### src/verilog/mmc5_cpu_pkg.sv
// MMC5 CPU bus cycle type and register address map
`default_nettype none

package mmc5_cpu_pkg;

	// One CPU cycle as seen on the cartridge edge
	typedef struct packed {
		logic [15:0] addr;
		logic [7:0]  data;
		logic        rd;   // CPU reads this cycle
		logic        wr;   // CPU writes this cycle
	} cpu_bus_t;

	// Upper address bits of the register window $5000-$53FF
	localparam logic [5:0] REG_WINDOW_HI = 6'b010100;

	// Offsets inside the register window
	localparam logic [9:0] REG_PRG_MODE     = 10'h100;
	localparam logic [9:0] REG_PROTECT_1    = 10'h102; // Pattern %10 unlocks
	localparam logic [9:0] REG_PROTECT_2    = 10'h103; // Pattern %01 unlocks
	localparam logic [9:0] REG_PRG_RAM_BANK = 10'h113;
	localparam logic [9:0] REG_PRG_BANK_0   = 10'h114;
	localparam logic [9:0] REG_PRG_BANK_1   = 10'h115;
	localparam logic [9:0] REG_PRG_BANK_2   = 10'h116;
	localparam logic [9:0] REG_PRG_BANK_3   = 10'h117;
	localparam logic [9:0] REG_IRQ_SCANLINE = 10'h203;
	localparam logic [9:0] REG_IRQ_STATUS   = 10'h204; // Bit 7 is IRQ enable on write
	localparam logic [9:0] REG_MUL_A        = 10'h205;
	localparam logic [9:0] REG_MUL_B        = 10'h206;

	// Full addresses decoded on the read side
	localparam logic [15:0] ADDR_IRQ_STATUS = 16'h5204;
	localparam logic [15:0] ADDR_MUL_LO     = 16'h5205;
	localparam logic [15:0] ADDR_MUL_HI     = 16'h5206;

	// NMI vector fetch, low byte of the pair $FFFA/$FFFB
	localparam logic [15:0] ADDR_NMI_VECTOR = 16'hFFFA;

	// Value returned when the mapper does not drive the bus
	localparam logic [7:0] OPEN_BUS = 8'hFF;

endpackage

`default_nettype wire

### src/verilog/mmc5_map_pkg.sv
// MMC5 mapper configuration type with PRG banking and scanline constants
`default_nettype none

package mmc5_map_pkg;

	// PRG banking modes as written to $5100
	typedef enum logic [1:0] {
		PRG_32K    = 2'd0,
		PRG_16K    = 2'd1,
		PRG_16K_8K = 2'd2,
		PRG_8K     = 2'd3
	} prg_mode_t;

	// Configuration seen by the PRG mapping logic
	typedef struct packed {
		prg_mode_t  prg_mode;
		logic       ram_we;        // Both protect patterns correct
		logic [2:0] prg_ram_bank;
		logic [7:0] prg_bank_0;    // Bit 7 set selects ROM
		logic [7:0] prg_bank_1;
		logic [7:0] prg_bank_2;
		logic [6:0] prg_bank_3;    // Always ROM
	} map_cfg_t;

	// Page select width, ROM flag in the top bit
	localparam int PRG_PAGE_W = 8;

	// PRG address out, 8 kB pages over 4 MB
	localparam int PRG_AOUT_W = 22;

	// Upper page bits where PRG RAM lives in the address space
	localparam logic [5:0] RAM_BASE_PAGE = 6'b111100;

	// Scanline that takes the mapper out of frame
	localparam logic [7:0] LAST_SCANLINE = 8'd239;

	// Same-address nametable reads before detection is armed
	localparam logic [1:0] NT_REPEAT = 2'd3;

	// Idle counter value at which the frame is considered over
	localparam logic [1:0] IDLE_CE_LIMIT = 2'd2;

endpackage

`default_nettype wire

### src/verilog/mmc5_reg_file.sv
// MMC5 register file, decodes CPU writes in $5100-$5206 into the mapper configuration
`timescale 1ns/1ns
`default_nettype none

module mmc5_reg_file
	import mmc5_cpu_pkg::*;
	import mmc5_map_pkg::*;
(
	input  logic       clk,
	input  logic       arst_n_i,
	input  logic       ce_i,
	input  cpu_bus_t   cpu_i,
	output map_cfg_t   cfg_o,
	output logic [7:0] irq_scanline_o,
	output logic       irq_enable_o,
	output logic [7:0] mul_a_o,
	output logic [7:0] mul_b_o
);

	prg_mode_t  prg_mode;
	logic       protect_1;
	logic       protect_2;
	logic [2:0] prg_ram_bank;
	logic [7:0] prg_bank_0;
	logic [7:0] prg_bank_1;
	logic [7:0] prg_bank_2;
	logic [6:0] prg_bank_3;
	logic       reg_wr;

	assign reg_wr = ce_i & cpu_i.wr & (cpu_i.addr[15:10] == REG_WINDOW_HI);

	always_ff @(posedge clk or negedge arst_n_i) begin
		if (!arst_n_i) begin
			prg_mode       <= PRG_8K;   // Last bank at $E000 for the reset vector
			protect_1      <= 1'b0;
			protect_2      <= 1'b0;
			prg_ram_bank   <= '0;
			prg_bank_0     <= '0;
			prg_bank_1     <= '0;
			prg_bank_2     <= '0;
			prg_bank_3     <= '1;
			irq_scanline_o <= '0;
			irq_enable_o   <= 1'b0;
			mul_a_o        <= '0;
			mul_b_o        <= '0;
		end else if (reg_wr) begin
			case (cpu_i.addr[9:0])
				REG_PRG_MODE:     prg_mode       <= prg_mode_t'(cpu_i.data[1:0]);
				REG_PROTECT_1:    protect_1      <= (cpu_i.data[1:0] == 2'b10);
				REG_PROTECT_2:    protect_2      <= (cpu_i.data[1:0] == 2'b01);
				REG_PRG_RAM_BANK: prg_ram_bank   <= cpu_i.data[2:0];
				REG_PRG_BANK_0:   prg_bank_0     <= cpu_i.data;
				REG_PRG_BANK_1:   prg_bank_1     <= cpu_i.data;
				REG_PRG_BANK_2:   prg_bank_2     <= cpu_i.data;
				REG_PRG_BANK_3:   prg_bank_3     <= cpu_i.data[6:0];
				REG_IRQ_SCANLINE: irq_scanline_o <= cpu_i.data;
				REG_IRQ_STATUS:   irq_enable_o   <= cpu_i.data[7];
				REG_MUL_A:        mul_a_o        <= cpu_i.data;
				REG_MUL_B:        mul_b_o        <= cpu_i.data;
				default: begin
				end
			endcase
		end
	end

	always_comb begin
		cfg_o.prg_mode     = prg_mode;
		cfg_o.ram_we       = protect_1 & protect_2; // RAM writes need both unlocks
		cfg_o.prg_ram_bank = prg_ram_bank;
		cfg_o.prg_bank_0   = prg_bank_0;
		cfg_o.prg_bank_1   = prg_bank_1;
		cfg_o.prg_bank_2   = prg_bank_2;
		cfg_o.prg_bank_3   = prg_bank_3;
	end

	// Banking mode must always resolve to a known value once out of reset
	a_prg_mode_known: assert property (
		@(posedge clk) disable iff (!arst_n_i)
		!$isunknown(cfg_o.prg_mode)
	) else $error("prg_mode is unknown after reset");

endmodule

`default_nettype wire

### src/verilog/mmc5_prg_map.sv
// MMC5 PRG mapper that selects the 8 kB page for $6000-$FFFF and gates RAM writes
`timescale 1ns/1ns
`default_nettype none

module mmc5_prg_map
	import mmc5_cpu_pkg::*;
	import mmc5_map_pkg::*;
(
	input  cpu_bus_t              cpu_i,
	input  map_cfg_t              cfg_i,
	output logic [PRG_AOUT_W-1:0] prg_aout_o,
	output logic                  prg_allow_o
);

	logic [PRG_PAGE_W-1:0] page; // Top bit set means ROM
	logic                  a14;
	logic                  a13;

	assign a14 = cpu_i.addr[14];
	assign a13 = cpu_i.addr[13];

	always_comb begin
		if (!cpu_i.addr[15]) begin
			page = {5'b00000, cfg_i.prg_ram_bank}; // $6000-$7FFF in every mode
		end else begin
			case (cfg_i.prg_mode)
				PRG_32K: begin
					page = {1'b1, cfg_i.prg_bank_3[6:2], a14, a13};
				end
				PRG_16K: begin
					if (a14) begin
						page = {1'b1, cfg_i.prg_bank_3[6:1], a13};
					end else begin
						page = {cfg_i.prg_bank_1[7:1], a13};
					end
				end
				PRG_16K_8K: begin
					if (!a14) begin
						page = {cfg_i.prg_bank_1[7:1], a13};
					end else if (a13) begin
						page = {1'b1, cfg_i.prg_bank_3};
					end else begin
						page = cfg_i.prg_bank_2;
					end
				end
				default: begin // Four 8 kB windows
					case ({a14, a13})
						2'b00:   page = cfg_i.prg_bank_0;
						2'b01:   page = cfg_i.prg_bank_1;
						2'b10:   page = cfg_i.prg_bank_2;
						default: page = {1'b1, cfg_i.prg_bank_3};
					endcase
				end
			endcase
		end
	end

	always_comb begin
		if (page[PRG_PAGE_W-1]) begin
			prg_aout_o = {2'b00, page[6:0], cpu_i.addr[12:0]};
		end else begin
			prg_aout_o = {RAM_BASE_PAGE, page[2:0], cpu_i.addr[12:0]}; // 64 kB of RAM
		end
	end

	always_comb begin
		prg_allow_o = (cpu_i.addr >= 16'h6000) &&
			(!cpu_i.wr || (!page[PRG_PAGE_W-1] && cfg_i.ram_we));
	end

endmodule

`default_nettype wire

### src/verilog/mmc5_scanline_irq.sv
// MMC5 scanline detector that tracks the PPU frame from nametable fetches and raises the IRQ
`timescale 1ns/1ns
`default_nettype none

module mmc5_scanline_irq
	import mmc5_cpu_pkg::*;
	import mmc5_map_pkg::*;
(
	input  logic        clk,
	input  logic        arst_n_i,
	input  logic        ce_i,
	input  cpu_bus_t    cpu_i,
	input  logic        chr_rd_i,
	input  logic [13:0] chr_addr_i,
	input  logic [7:0]  irq_scanline_i,
	input  logic        irq_enable_i,
	output logic        in_frame_o,
	output logic        irq_pending_o,
	output logic        irq_o
);

	logic        last_chr_rd;
	logic        chr_rise;
	logic        is_nt_read;
	logic [11:0] last_nt_addr;
	logic [1:0]  nt_read_cnt;   // Same-address nametable reads
	logic [1:0]  idle_cnt;      // CPU cycles without a PPU read
	logic [7:0]  scanline;
	logic        in_frame;
	logic        last_in_frame;
	logic        irq_pending;
	logic        pending_clear;
	logic        nmi_read;
	logic        status_read;

	assign chr_rise    = chr_rd_i & ~last_chr_rd;
	assign is_nt_read  = (chr_addr_i[13:12] == 2'b10); // $2xxx
	assign nmi_read    = cpu_i.rd & ({cpu_i.addr[15:1], 1'b0} == ADDR_NMI_VECTOR);
	assign status_read = cpu_i.rd & (cpu_i.addr == ADDR_IRQ_STATUS);

	always_ff @(posedge clk or negedge arst_n_i) begin
		if (!arst_n_i) begin
			last_chr_rd   <= 1'b0;
			last_nt_addr  <= '0;
			nt_read_cnt   <= '0;
			idle_cnt      <= '0;
			scanline      <= '0;
			in_frame      <= 1'b0;
			last_in_frame <= 1'b0;
			irq_pending   <= 1'b0;
			pending_clear <= 1'b0;
		end else begin
			last_chr_rd   <= chr_rd_i;
			last_in_frame <= in_frame;

			if (chr_rise) begin
				last_nt_addr <= chr_addr_i[11:0];
				if (nt_read_cnt != NT_REPEAT) begin
					nt_read_cnt <= nt_read_cnt + 2'd1;
				end else if (!in_frame) begin
					in_frame <= 1'b1;      // First line of the frame
					scanline <= '0;
				end else if (scanline == LAST_SCANLINE) begin
					in_frame <= 1'b0;
				end else begin
					scanline <= scanline + 8'd1;
					if (scanline + 8'd1 == irq_scanline_i) begin
						irq_pending <= 1'b1;
					end
				end
				// Pattern or attribute fetch, or a new address, restarts the run
				if (!is_nt_read ||
					(nt_read_cnt != 2'd0 && last_nt_addr != chr_addr_i[11:0])) begin
					nt_read_cnt <= '0;
				end
			end

			if (ce_i) begin
				if (chr_rd_i) begin
					idle_cnt <= '0;
				end else if (in_frame) begin
					idle_cnt <= idle_cnt + 2'd1;
					if (idle_cnt == IDLE_CE_LIMIT) begin
						in_frame <= 1'b0;  // PPU stopped rendering
					end
				end
				if (nmi_read) begin
					in_frame <= 1'b0;
				end
				if (pending_clear) begin
					irq_pending   <= 1'b0;
					pending_clear <= 1'b0;
				end
				if (status_read) begin
					pending_clear <= 1'b1; // Acts on the next CPU cycle
				end
			end

			// Falling edge of in_frame
			if (last_in_frame && !in_frame) begin
				nt_read_cnt <= '0;
				idle_cnt    <= '0;
				irq_pending <= 1'b0;
			end
		end
	end

	assign in_frame_o    = in_frame;
	assign irq_pending_o = irq_pending;
	assign irq_o         = irq_pending & irq_enable_i;

	// Pending never outlives the frame beyond the clearing cycle
	a_pending_in_frame: assert property (
		@(posedge clk) disable iff (!arst_n_i)
		!in_frame && !$past(in_frame) |-> !irq_pending
	) else $error("irq_pending held outside the frame");

endmodule

`default_nettype wire

### src/verilog/mmc5_cpu_readback.sv
// MMC5 CPU read side with the 8x8 multiplier and read data mux for $5204-$5206
`timescale 1ns/1ns
`default_nettype none

module mmc5_cpu_readback
	import mmc5_cpu_pkg::*;
(
	input  cpu_bus_t   cpu_i,
	input  logic [7:0] mul_a_i,
	input  logic [7:0] mul_b_i,
	input  logic       in_frame_i,
	input  logic       irq_pending_i,
	output logic [7:0] prg_dout_o,
	output logic       prg_bus_write_o
);

	localparam int MUL_W = 8;

	logic [2*MUL_W-1:0] product;

	assign product = (2*MUL_W)'(mul_a_i) * (2*MUL_W)'(mul_b_i); // Unsigned

	always_comb begin
		prg_bus_write_o = 1'b1;
		if (cpu_i.addr == ADDR_IRQ_STATUS) begin
			prg_dout_o = {irq_pending_i, in_frame_i, 6'b111111};
		end else if (cpu_i.addr == ADDR_MUL_LO) begin
			prg_dout_o = product[MUL_W-1:0];
		end else if (cpu_i.addr == ADDR_MUL_HI) begin
			prg_dout_o = product[2*MUL_W-1:MUL_W];
		end else begin
			prg_dout_o      = OPEN_BUS;
			prg_bus_write_o = 1'b0; // Leave the bus to ROM/RAM
		end
	end

endmodule

`default_nettype wire

### src/verilog/mmc5_top.sv
// MMC5 mapper CPU core top level with registers, PRG mapping, scanline IRQ and readback
`timescale 1ns/1ns
`default_nettype none

module mmc5_top
	import mmc5_cpu_pkg::*;
	import mmc5_map_pkg::*;
(
	input  logic                  clk,
	input  logic                  arst_n_i,
	input  logic                  ce_i,
	input  cpu_bus_t              cpu_i,
	input  logic                  chr_rd_i,
	input  logic [13:0]           chr_addr_i,
	output logic [PRG_AOUT_W-1:0] prg_aout_o,
	output logic                  prg_allow_o,
	output logic [7:0]            prg_dout_o,
	output logic                  prg_bus_write_o,
	output logic                  irq_o
);

	map_cfg_t   cfg;
	logic [7:0] irq_scanline;
	logic       irq_enable;
	logic [7:0] mul_a;
	logic [7:0] mul_b;
	logic       in_frame;
	logic       irq_pending;

	mmc5_reg_file u_reg_file (
		.clk            (clk),
		.arst_n_i       (arst_n_i),
		.ce_i           (ce_i),
		.cpu_i          (cpu_i),
		.cfg_o          (cfg),
		.irq_scanline_o (irq_scanline),
		.irq_enable_o   (irq_enable),
		.mul_a_o        (mul_a),
		.mul_b_o        (mul_b)
	);

	mmc5_prg_map u_prg_map (
		.cpu_i       (cpu_i),
		.cfg_i       (cfg),
		.prg_aout_o  (prg_aout_o),
		.prg_allow_o (prg_allow_o)
	);

	mmc5_scanline_irq u_scanline_irq (
		.clk            (clk),
		.arst_n_i       (arst_n_i),
		.ce_i           (ce_i),
		.cpu_i          (cpu_i),
		.chr_rd_i       (chr_rd_i),
		.chr_addr_i     (chr_addr_i),
		.irq_scanline_i (irq_scanline),
		.irq_enable_i   (irq_enable),
		.in_frame_o     (in_frame),
		.irq_pending_o  (irq_pending),
		.irq_o          (irq_o)
	);

	mmc5_cpu_readback u_cpu_readback (
		.cpu_i           (cpu_i),
		.mul_a_i         (mul_a),
		.mul_b_i         (mul_b),
		.in_frame_i      (in_frame),
		.irq_pending_i   (irq_pending),
		.prg_dout_o      (prg_dout_o),
		.prg_bus_write_o (prg_bus_write_o)
	);

endmodule

`default_nettype wire

### config.mk
export PLATFORM = sky130hd
export DESIGN_NAME = mmc5_top
export DESIGN_NICKNAME = d
export VERILOG_FILES = /design/src/verilog/mmc5_cpu_pkg.sv /design/src/verilog/mmc5_map_pkg.sv /design/src/verilog/mmc5_reg_file.sv /design/src/verilog/mmc5_prg_map.sv /design/src/verilog/mmc5_scanline_irq.sv /design/src/verilog/mmc5_cpu_readback.sv /design/src/verilog/mmc5_top.sv
export SDC_FILE = /design/constraint.sdc
export NUM_CORES = 1
export LEC_CHECK = 0
export BUFFER_PORTS_ARGS = -buffer_cell sky130_fd_sc_hd__buf_2
export CAP_MARGIN = 20
export CORE_MARGIN = 2
export CORE_UTILIZATION = 55
export DETAILED_ROUTE_END_ITERATION = 6
export PLACE_DENSITY = 0.78
export RECOVER_POWER = 100
export SKIP_CTS_REPAIR_TIMING = 1
export SYNTH_ARGS = -nofsm -noshare
export SYNTH_HDL_FRONTEND = slang
export SYNTH_HIERARCHICAL = 1
export SYNTH_SLANG_ARGS = --single-unit
### constraint.sdc
create_clock -name clk -period 5.2 [get_ports clk]
set_input_delay 1.04 -clock clk [delete_from_list [all_inputs] [get_ports clk]]
set_output_delay 1.04 -clock clk [all_outputs]
set_load 0.005 [all_outputs]
After elaboration in Yosys (flattened, before gate mapping)
Cells that the tools add are included.
{"block": "word_totals", "wordCells": 138, "output_inout_bits": 33, "inputBits": 44, "regBits": 92}
{"block": "classes", "n_reduce_logical": 32, "magnitude_cmp": 1, "n_eq_ne": 30, "add_sub_neg": 3, "bitwise": 9, "muxes": 41, "n_mul": 1}
{"cell": "$eq 10x9->1 const B", "n": 8}
{"cell": "$mux 8", "n": 9}
{"cell": "$eq 16x15->1 const B", "n": 3}
{"cell": "$pmux 8 s3", "n": 2}
{"cell": "$eq 10x10->1 const B", "n": 4}
{"cell": "$reduce_and 2->1", "n": 14}
{"cell": "$mux 22", "n": 1}
{"cell": "$mux 1", "n": 21}
{"cell": "$ge 16x15->1 const B", "n": 1}
{"cell": "$mul 8x8->16", "n": 1}
{"cell": "$mux 2", "n": 8}
{"cell": "$eq 15x15->1 const B", "n": 1}
{"cell": "$ne 12x12->1", "n": 1}
{"cell": "$eq 2x2->1 const B", "n": 5}
{"cell": "$add 8x1->8 const B", "n": 1}
{"cell": "$eq 8x8->1", "n": 1}
{"cell": "$eq 8x8->1 const B", "n": 1}
{"cell": "$and 1x1->1", "n": 7}
{"cell": "$eq 2x1->1 const B", "n": 3}
{"cell": "$eq 6x5->1 const B", "n": 1}
{"cell": "$reduce_bool 2->1", "n": 3}
{"cell": "$reduce_bool 3->1", "n": 2}
{"cell": "$add 2x1->2 const B", "n": 2}
{"cell": "$logic_and 1x1->1", "n": 4}
{"cell": "6 further kinds", "n": 13}

Depth between registers and ports, before layout
{"block": "logic_depth", "ltp_word": 10, "depth_mapped": 16, "depth_no_buf": 16}

Cells and area by module
The synthesis kept the hierarchy.
{"mod": "mmc5_reg_file", "instances": 1, "cells_per_inst": 162, "seq_area_each_um2": 1587.8, "area_each_um2": 2553.7}
{"mod": "mmc5_cpu_readback", "instances": 1, "cells_per_inst": 264, "seq_area_each_um2": 0.0, "area_each_um2": 2219.6}
{"mod": "mmc5_scanline_irq", "instances": 1, "cells_per_inst": 187, "seq_area_each_um2": 725.7, "area_each_um2": 1839.3}
{"mod": "mmc5_prg_map", "instances": 1, "cells_per_inst": 92, "seq_area_each_um2": 0.0, "area_each_um2": 651.9}

Least setup slack after synthesis
Ideal clock, no wire load.
{"block": "synth_path", "kind": "register -> output", "from": "register u_reg_file.mul_b_o[7]", "to": "output prg_dout_o[7]", "arrival_time_ps": 4289, "stages_incl_launch_ff": 16, "path_slack_ps": -129, "path_buffers": 0, "t_required_ps": 4160, "path_cell_list": "dfrtp_1 > nand2_1 > fa_1 > fa_1 > inv_1 > fa_1 > inv_1 > fa_1 > inv_1 > ha_1 > a21o_1 > a21oi_2 > a21oi_1 > o31a_1 > or3_1 > a32oi_1"}
{"block": "synth_via", "elab_chain_len": 4}
{"element": "start: declaration", "line_no": "mmc5_reg_file.sv:17", "rtl": "output logic [7:0] mul_b_o"}
{"element": "start signal: assignment", "line_no": "mmc5_reg_file.sv:59", "rtl": "REG_MUL_B: mul_b_o <= cpu_i.data;"}
{"element": "$mul 8x8->16 (*)", "line_no": "mmc5_cpu_readback.sv:21", "rtl": "assign product = (2*MUL_W)'(mul_a_i) * (2*MUL_W)'(mul_b_i);"}
{"element": "$mux 8", "line_no": "mmc5_cpu_readback.sv:29", "rtl": "end else if (cpu_i.addr == ADDR_MUL_HI) begin"}
{"element": "$mux 8 (*)", "line_no": "mmc5_cpu_readback.sv:27", "rtl": "end else if (cpu_i.addr == ADDR_MUL_LO) begin"}
{"element": "$mux 8 (*)", "line_no": "mmc5_cpu_readback.sv:25", "rtl": "if (cpu_i.addr == ADDR_IRQ_STATUS) begin"}
{"element": "end: declaration", "line_no": "mmc5_top.sv:17", "rtl": "output logic [7:0] prg_dout_o,"}
Every way passes the cells marked *; elsewhere a longest branch is shown, timed or not.

Worst setup path after layout
Ends and elaborated chain as after synthesis.

==> impl_summary.log <==
INFO  metric run_status = finished with violations
INFO  metric violations = max-capacitance violations, max-slew violations, negative setup slack
INFO  metric setup_repair_after_global_routing_missed_its_margin = yes
INFO  metric cp.arrival = 4.74 ns
INFO  metric timing.setup.critical_path_class = reg2out
INFO  metric dpl_cell_area = 0.00786 mm^2
INFO  metric critical_path.cell_chain = and2_1 > fa_1 > fa_1 > fa_1 > inv_1 > fa_1 > inv_1 > ha_4 > a21oi_2 > a21oi_1 > o31a_1 > or3_1 > a32oi_1 > buf_2
INFO  metric nets = 913
INFO  metric initialDrtViolationCount = 538
INFO  metric htreeDepth = 3
INFO  metric hold_path.class = reg2reg
INFO  metric worst-slew-pin-transition = 2.38 ns
INFO  metric slowest_delay = 0.56 ns
INFO  metric synth_async_sr_flop_share = 1.00
INFO  metric core_region_area = 0.0128 mm^2
INFO  metric mostFrequentLayoutCell = dfrtp_1
INFO  metric die_height = 119 um
INFO  metric clkSinkCount = 92
INFO  metric detailedPlacementHpwl = 13.3 mm
INFO  metric critical_path.startpoint_type = flip-flop
INFO  metric timing.critical_path.buf_inv = 3
INFO  metric worst_r2r_path_depth = 6
INFO  metric timing.final.hold_violations = 0
INFO  metric synth_top_flop_cell = dfrtp_1
INFO  metric timing.critical_path.to_type = output pin
INFO  metric max_slew_margin = -0.587
INFO  metric route.antenna.remaining_nets = 0
INFO  metric layout-drive-gt1-share = 0.290
INFO  metric wirelength = 17.8 mm
INFO  metric clock_skew = 0.00612 ns
INFO  metric worst-endpoint-required = 4.16 ns
INFO  metric yosys_register_bits = 92
INFO  metric final.min_clock_period = 5.78 ns
INFO  metric synth.yosys.warnings = 6
INFO  metric cts_tree = done
INFO  metric critical_path.reg2reg.endpoint = u_scanline_irq/irq_pending_o
INFO  metric grt_pass1_wl = 29.1 mm
INFO  metric layout.core_utilization = 0.649
INFO  metric leakagePower = 4.00 nW
INFO  metric timing.critical_path.mode_cell = fa_1
INFO  metric start_util = 0.569
INFO  metric regToRegStartpoint = u_scanline_irq/scanline[0]
INFO  metric cts.clk_slew.worst_paths = 0.06 ns
INFO  metric routability_congestion_estimate = 0.909
INFO  metric number_of_global_route_vias_before_repair = 5923
INFO  metric irDropWorstVdd = 0.271 mV
INFO  metric worst_setup_path_startpoint = u_reg_file/mul_b_o[7]
INFO  metric path_delay_family = adder cells
INFO  metric max-cap-violations = 1
INFO  metric netlist-cell-type-count = 76
INFO  metric slowest_stage = fa_1
INFO  metric area.growth.synth_to_final = 14.1%
INFO  metric worstHoldPathCells = 1
INFO  metric synth_sequential_area_ratio = 0.318
INFO  metric diodes = 0
INFO  metric worstPathMaxFanout = 5
INFO  metric postSynthCellCount = 705
INFO  metric worst_hold_startpoint = u_reg_file/prg_bank_0[1]
INFO  metric buffer_ports.inserted = 76
INFO  metric detail_route.vias_per_cell = 5.93
INFO  metric clk_latency = 0.35 ns
INFO  metric io-pin-count = 77
INFO  metric reg2reg_slack = 3.33 ns
INFO  metric global_route.overflow_total = 0
INFO  metric setup_slack = -0.580 ns
INFO  metric worstHoldEndpoint = u_reg_file/prg_bank_0[1]
INFO  metric floorplan.rows = 41
INFO  metric power.density = 193 mW/mm^2
INFO  metric wl_per_cell = 18.4 um
INFO  metric synthesized_nets = 825
INFO  metric timing.final.setup_violations = 8
INFO  metric timing_max_transition_violations_final = 46
INFO  metric die_area = 0.0141 mm^2
INFO  metric most-common-layout-cells = dfrtp_1 (79), mux2_2 (73), inv_1 (60)
INFO  metric synthesis.area = 0.00726 mm^2
INFO  metric design_area = 0.00829 mm^2
INFO  metric post_syn_area_per_cell = 10.3 um^2
INFO  metric dieWidth = 119 um
INFO  metric track_usage = 0.255
INFO  metric ctsRootBufferMaster = clkbuf_16
INFO  metric fmax = 173 MHz
INFO  metric drt_first_pass_iters = 5
INFO  metric remaining_drc_errors = 0
INFO  metric finalCritPeriodShare = 1.11
INFO  metric route.vias.total = 5746
INFO  metric cts_inserted_buffers = 9
INFO  metric cts_max_path_bufs = 2
INFO  metric synth-edff-count = 0
INFO  metric antenna_found_initial = 0
INFO  metric largest_net_degree_at_the_start_of_global_routing = 49
[worst reg2reg max path, stage by stage, from the launching register on]
cell     delay (ns)
dfrtp_1        0.47
ha_1           0.37
xor2_1         0.17
nor3_1         0.20
nand3_1        0.11
nor4_1         0.32
a32o_1         0.17
[worst max path at each step]
stage                         end  cells after the start  slack (ns)
global placement    prg_dout_o[7]                     14       -0.14
finish              prg_dout_o[7]                     14       -0.58
CTS                 prg_dout_o[7]                     16       -0.61
floorplan           prg_dout_o[7]                     13        0.02
detailed placement  prg_dout_o[7]                     16       -0.23
global route        prg_dout_o[7]                     16       -0.79
[cell usage after synthesis, drive strengths merged, types with 4 or more instances]
cell     n  area share
dfrtp   83        0.29
mux2    79        0.12
inv     62       0.032
nand2   60       0.033
and2    51       0.044
ha      40       0.069
fa      36       0.099
buf     29       0.029
xnor2   27       0.033
nor2    24       0.012
a21oi   20       0.014
o21ai   15       0.010
nand2b  12       0.010
nand3   12      0.0096
nor3    10      0.0091
a22o     9       0.011
dfstp    9       0.033
nor4     9       0.012
o22ai    9      0.0078
clkbuf   7      0.0036
nand4    7      0.0060
nor2b    7      0.0071
a31oi    6      0.0060
nand3b   6      0.0067
and3     5      0.0043
mux2i    5      0.0069
xor2     5      0.0060
a21o     4      0.0041
nor4b    4      0.0048
o21a     4      0.0041
[sequential cells by signal (all words and copies together) (netlist names), 3 cells and up]
| register | cells |
|---|---|
| u_scanline_irq/last_nt_addr | 12 |
| u_reg_file/irq_scanline_o | 8 |
| u_reg_file/mul_a_o | 8 |
| u_reg_file/mul_b_o | 8 |
| u_reg_file/prg_bank_0 | 8 |
| u_reg_file/prg_bank_1 | 8 |
| u_reg_file/prg_bank_2 | 8 |
| u_scanline_irq/scanline | 8 |
| u_reg_file/prg_bank_3 | 7 |
| u_reg_file/prg_ram_bank | 3 |
[per-layer routing]
metal | up-vias | routed length, um | track usage
met5 | - | 0 | 0
met4 | 0 | 398 | 0.0967
met3 | 44 | 884 | 0.0445
met2 | 213 | 8880 | 0.422
met1 | 2862 | 7640 | 0.334
li1 | 2627 | - | -
[per-stage QoR]
stage          std cells  setup WS (ns)  total power, mW  setup TNS (ns)  hold slack (ns)
2_1_floorplan        705         0.0211            0.854               0            0.368
3_3_place_gp         946         -0.137            0.914          -0.235            0.482
3_5_place_dp         946         -0.231            0.924          -0.730            0.495
4_1_cts              961         -0.611             1.62           -3.46            0.509
5_1_grt              969         -0.795             1.66           -4.55            0.522
6_report             969         -0.580             1.60           -3.03            0.508
[final cells by class]
type	instances	area [um^2]
multi-input cells	515	4570
fillers	1003	4480
flip-flops and latches	92	2320
repair buffers	113	643
clock buffers	11	233
inverters	62	233
well taps	172	215
clock inverters	4	75.1
[where the power goes]
group / internal (mW) / switching, mW
clock: 0.419 / 0.274
sequential: 0.737 / 0.0212
combinational: 0.0606 / 0.0911
[logic make-up after synthesis]
group / after synthesis / share of synthesized area
multiplexers: 84 / 0.130
buffers and inverters: 98 / 0.0644
flip-flops: 92 / 0.318
adder cells (fa/ha/maj): 76 / 0.168
AO/OA/AOI/OAI: 102 / 0.105
XOR/XNOR: 32 / 0.0386
AND/OR/NAND/NOR: 221 / 0.175
(Power assumes the default switching activity.)
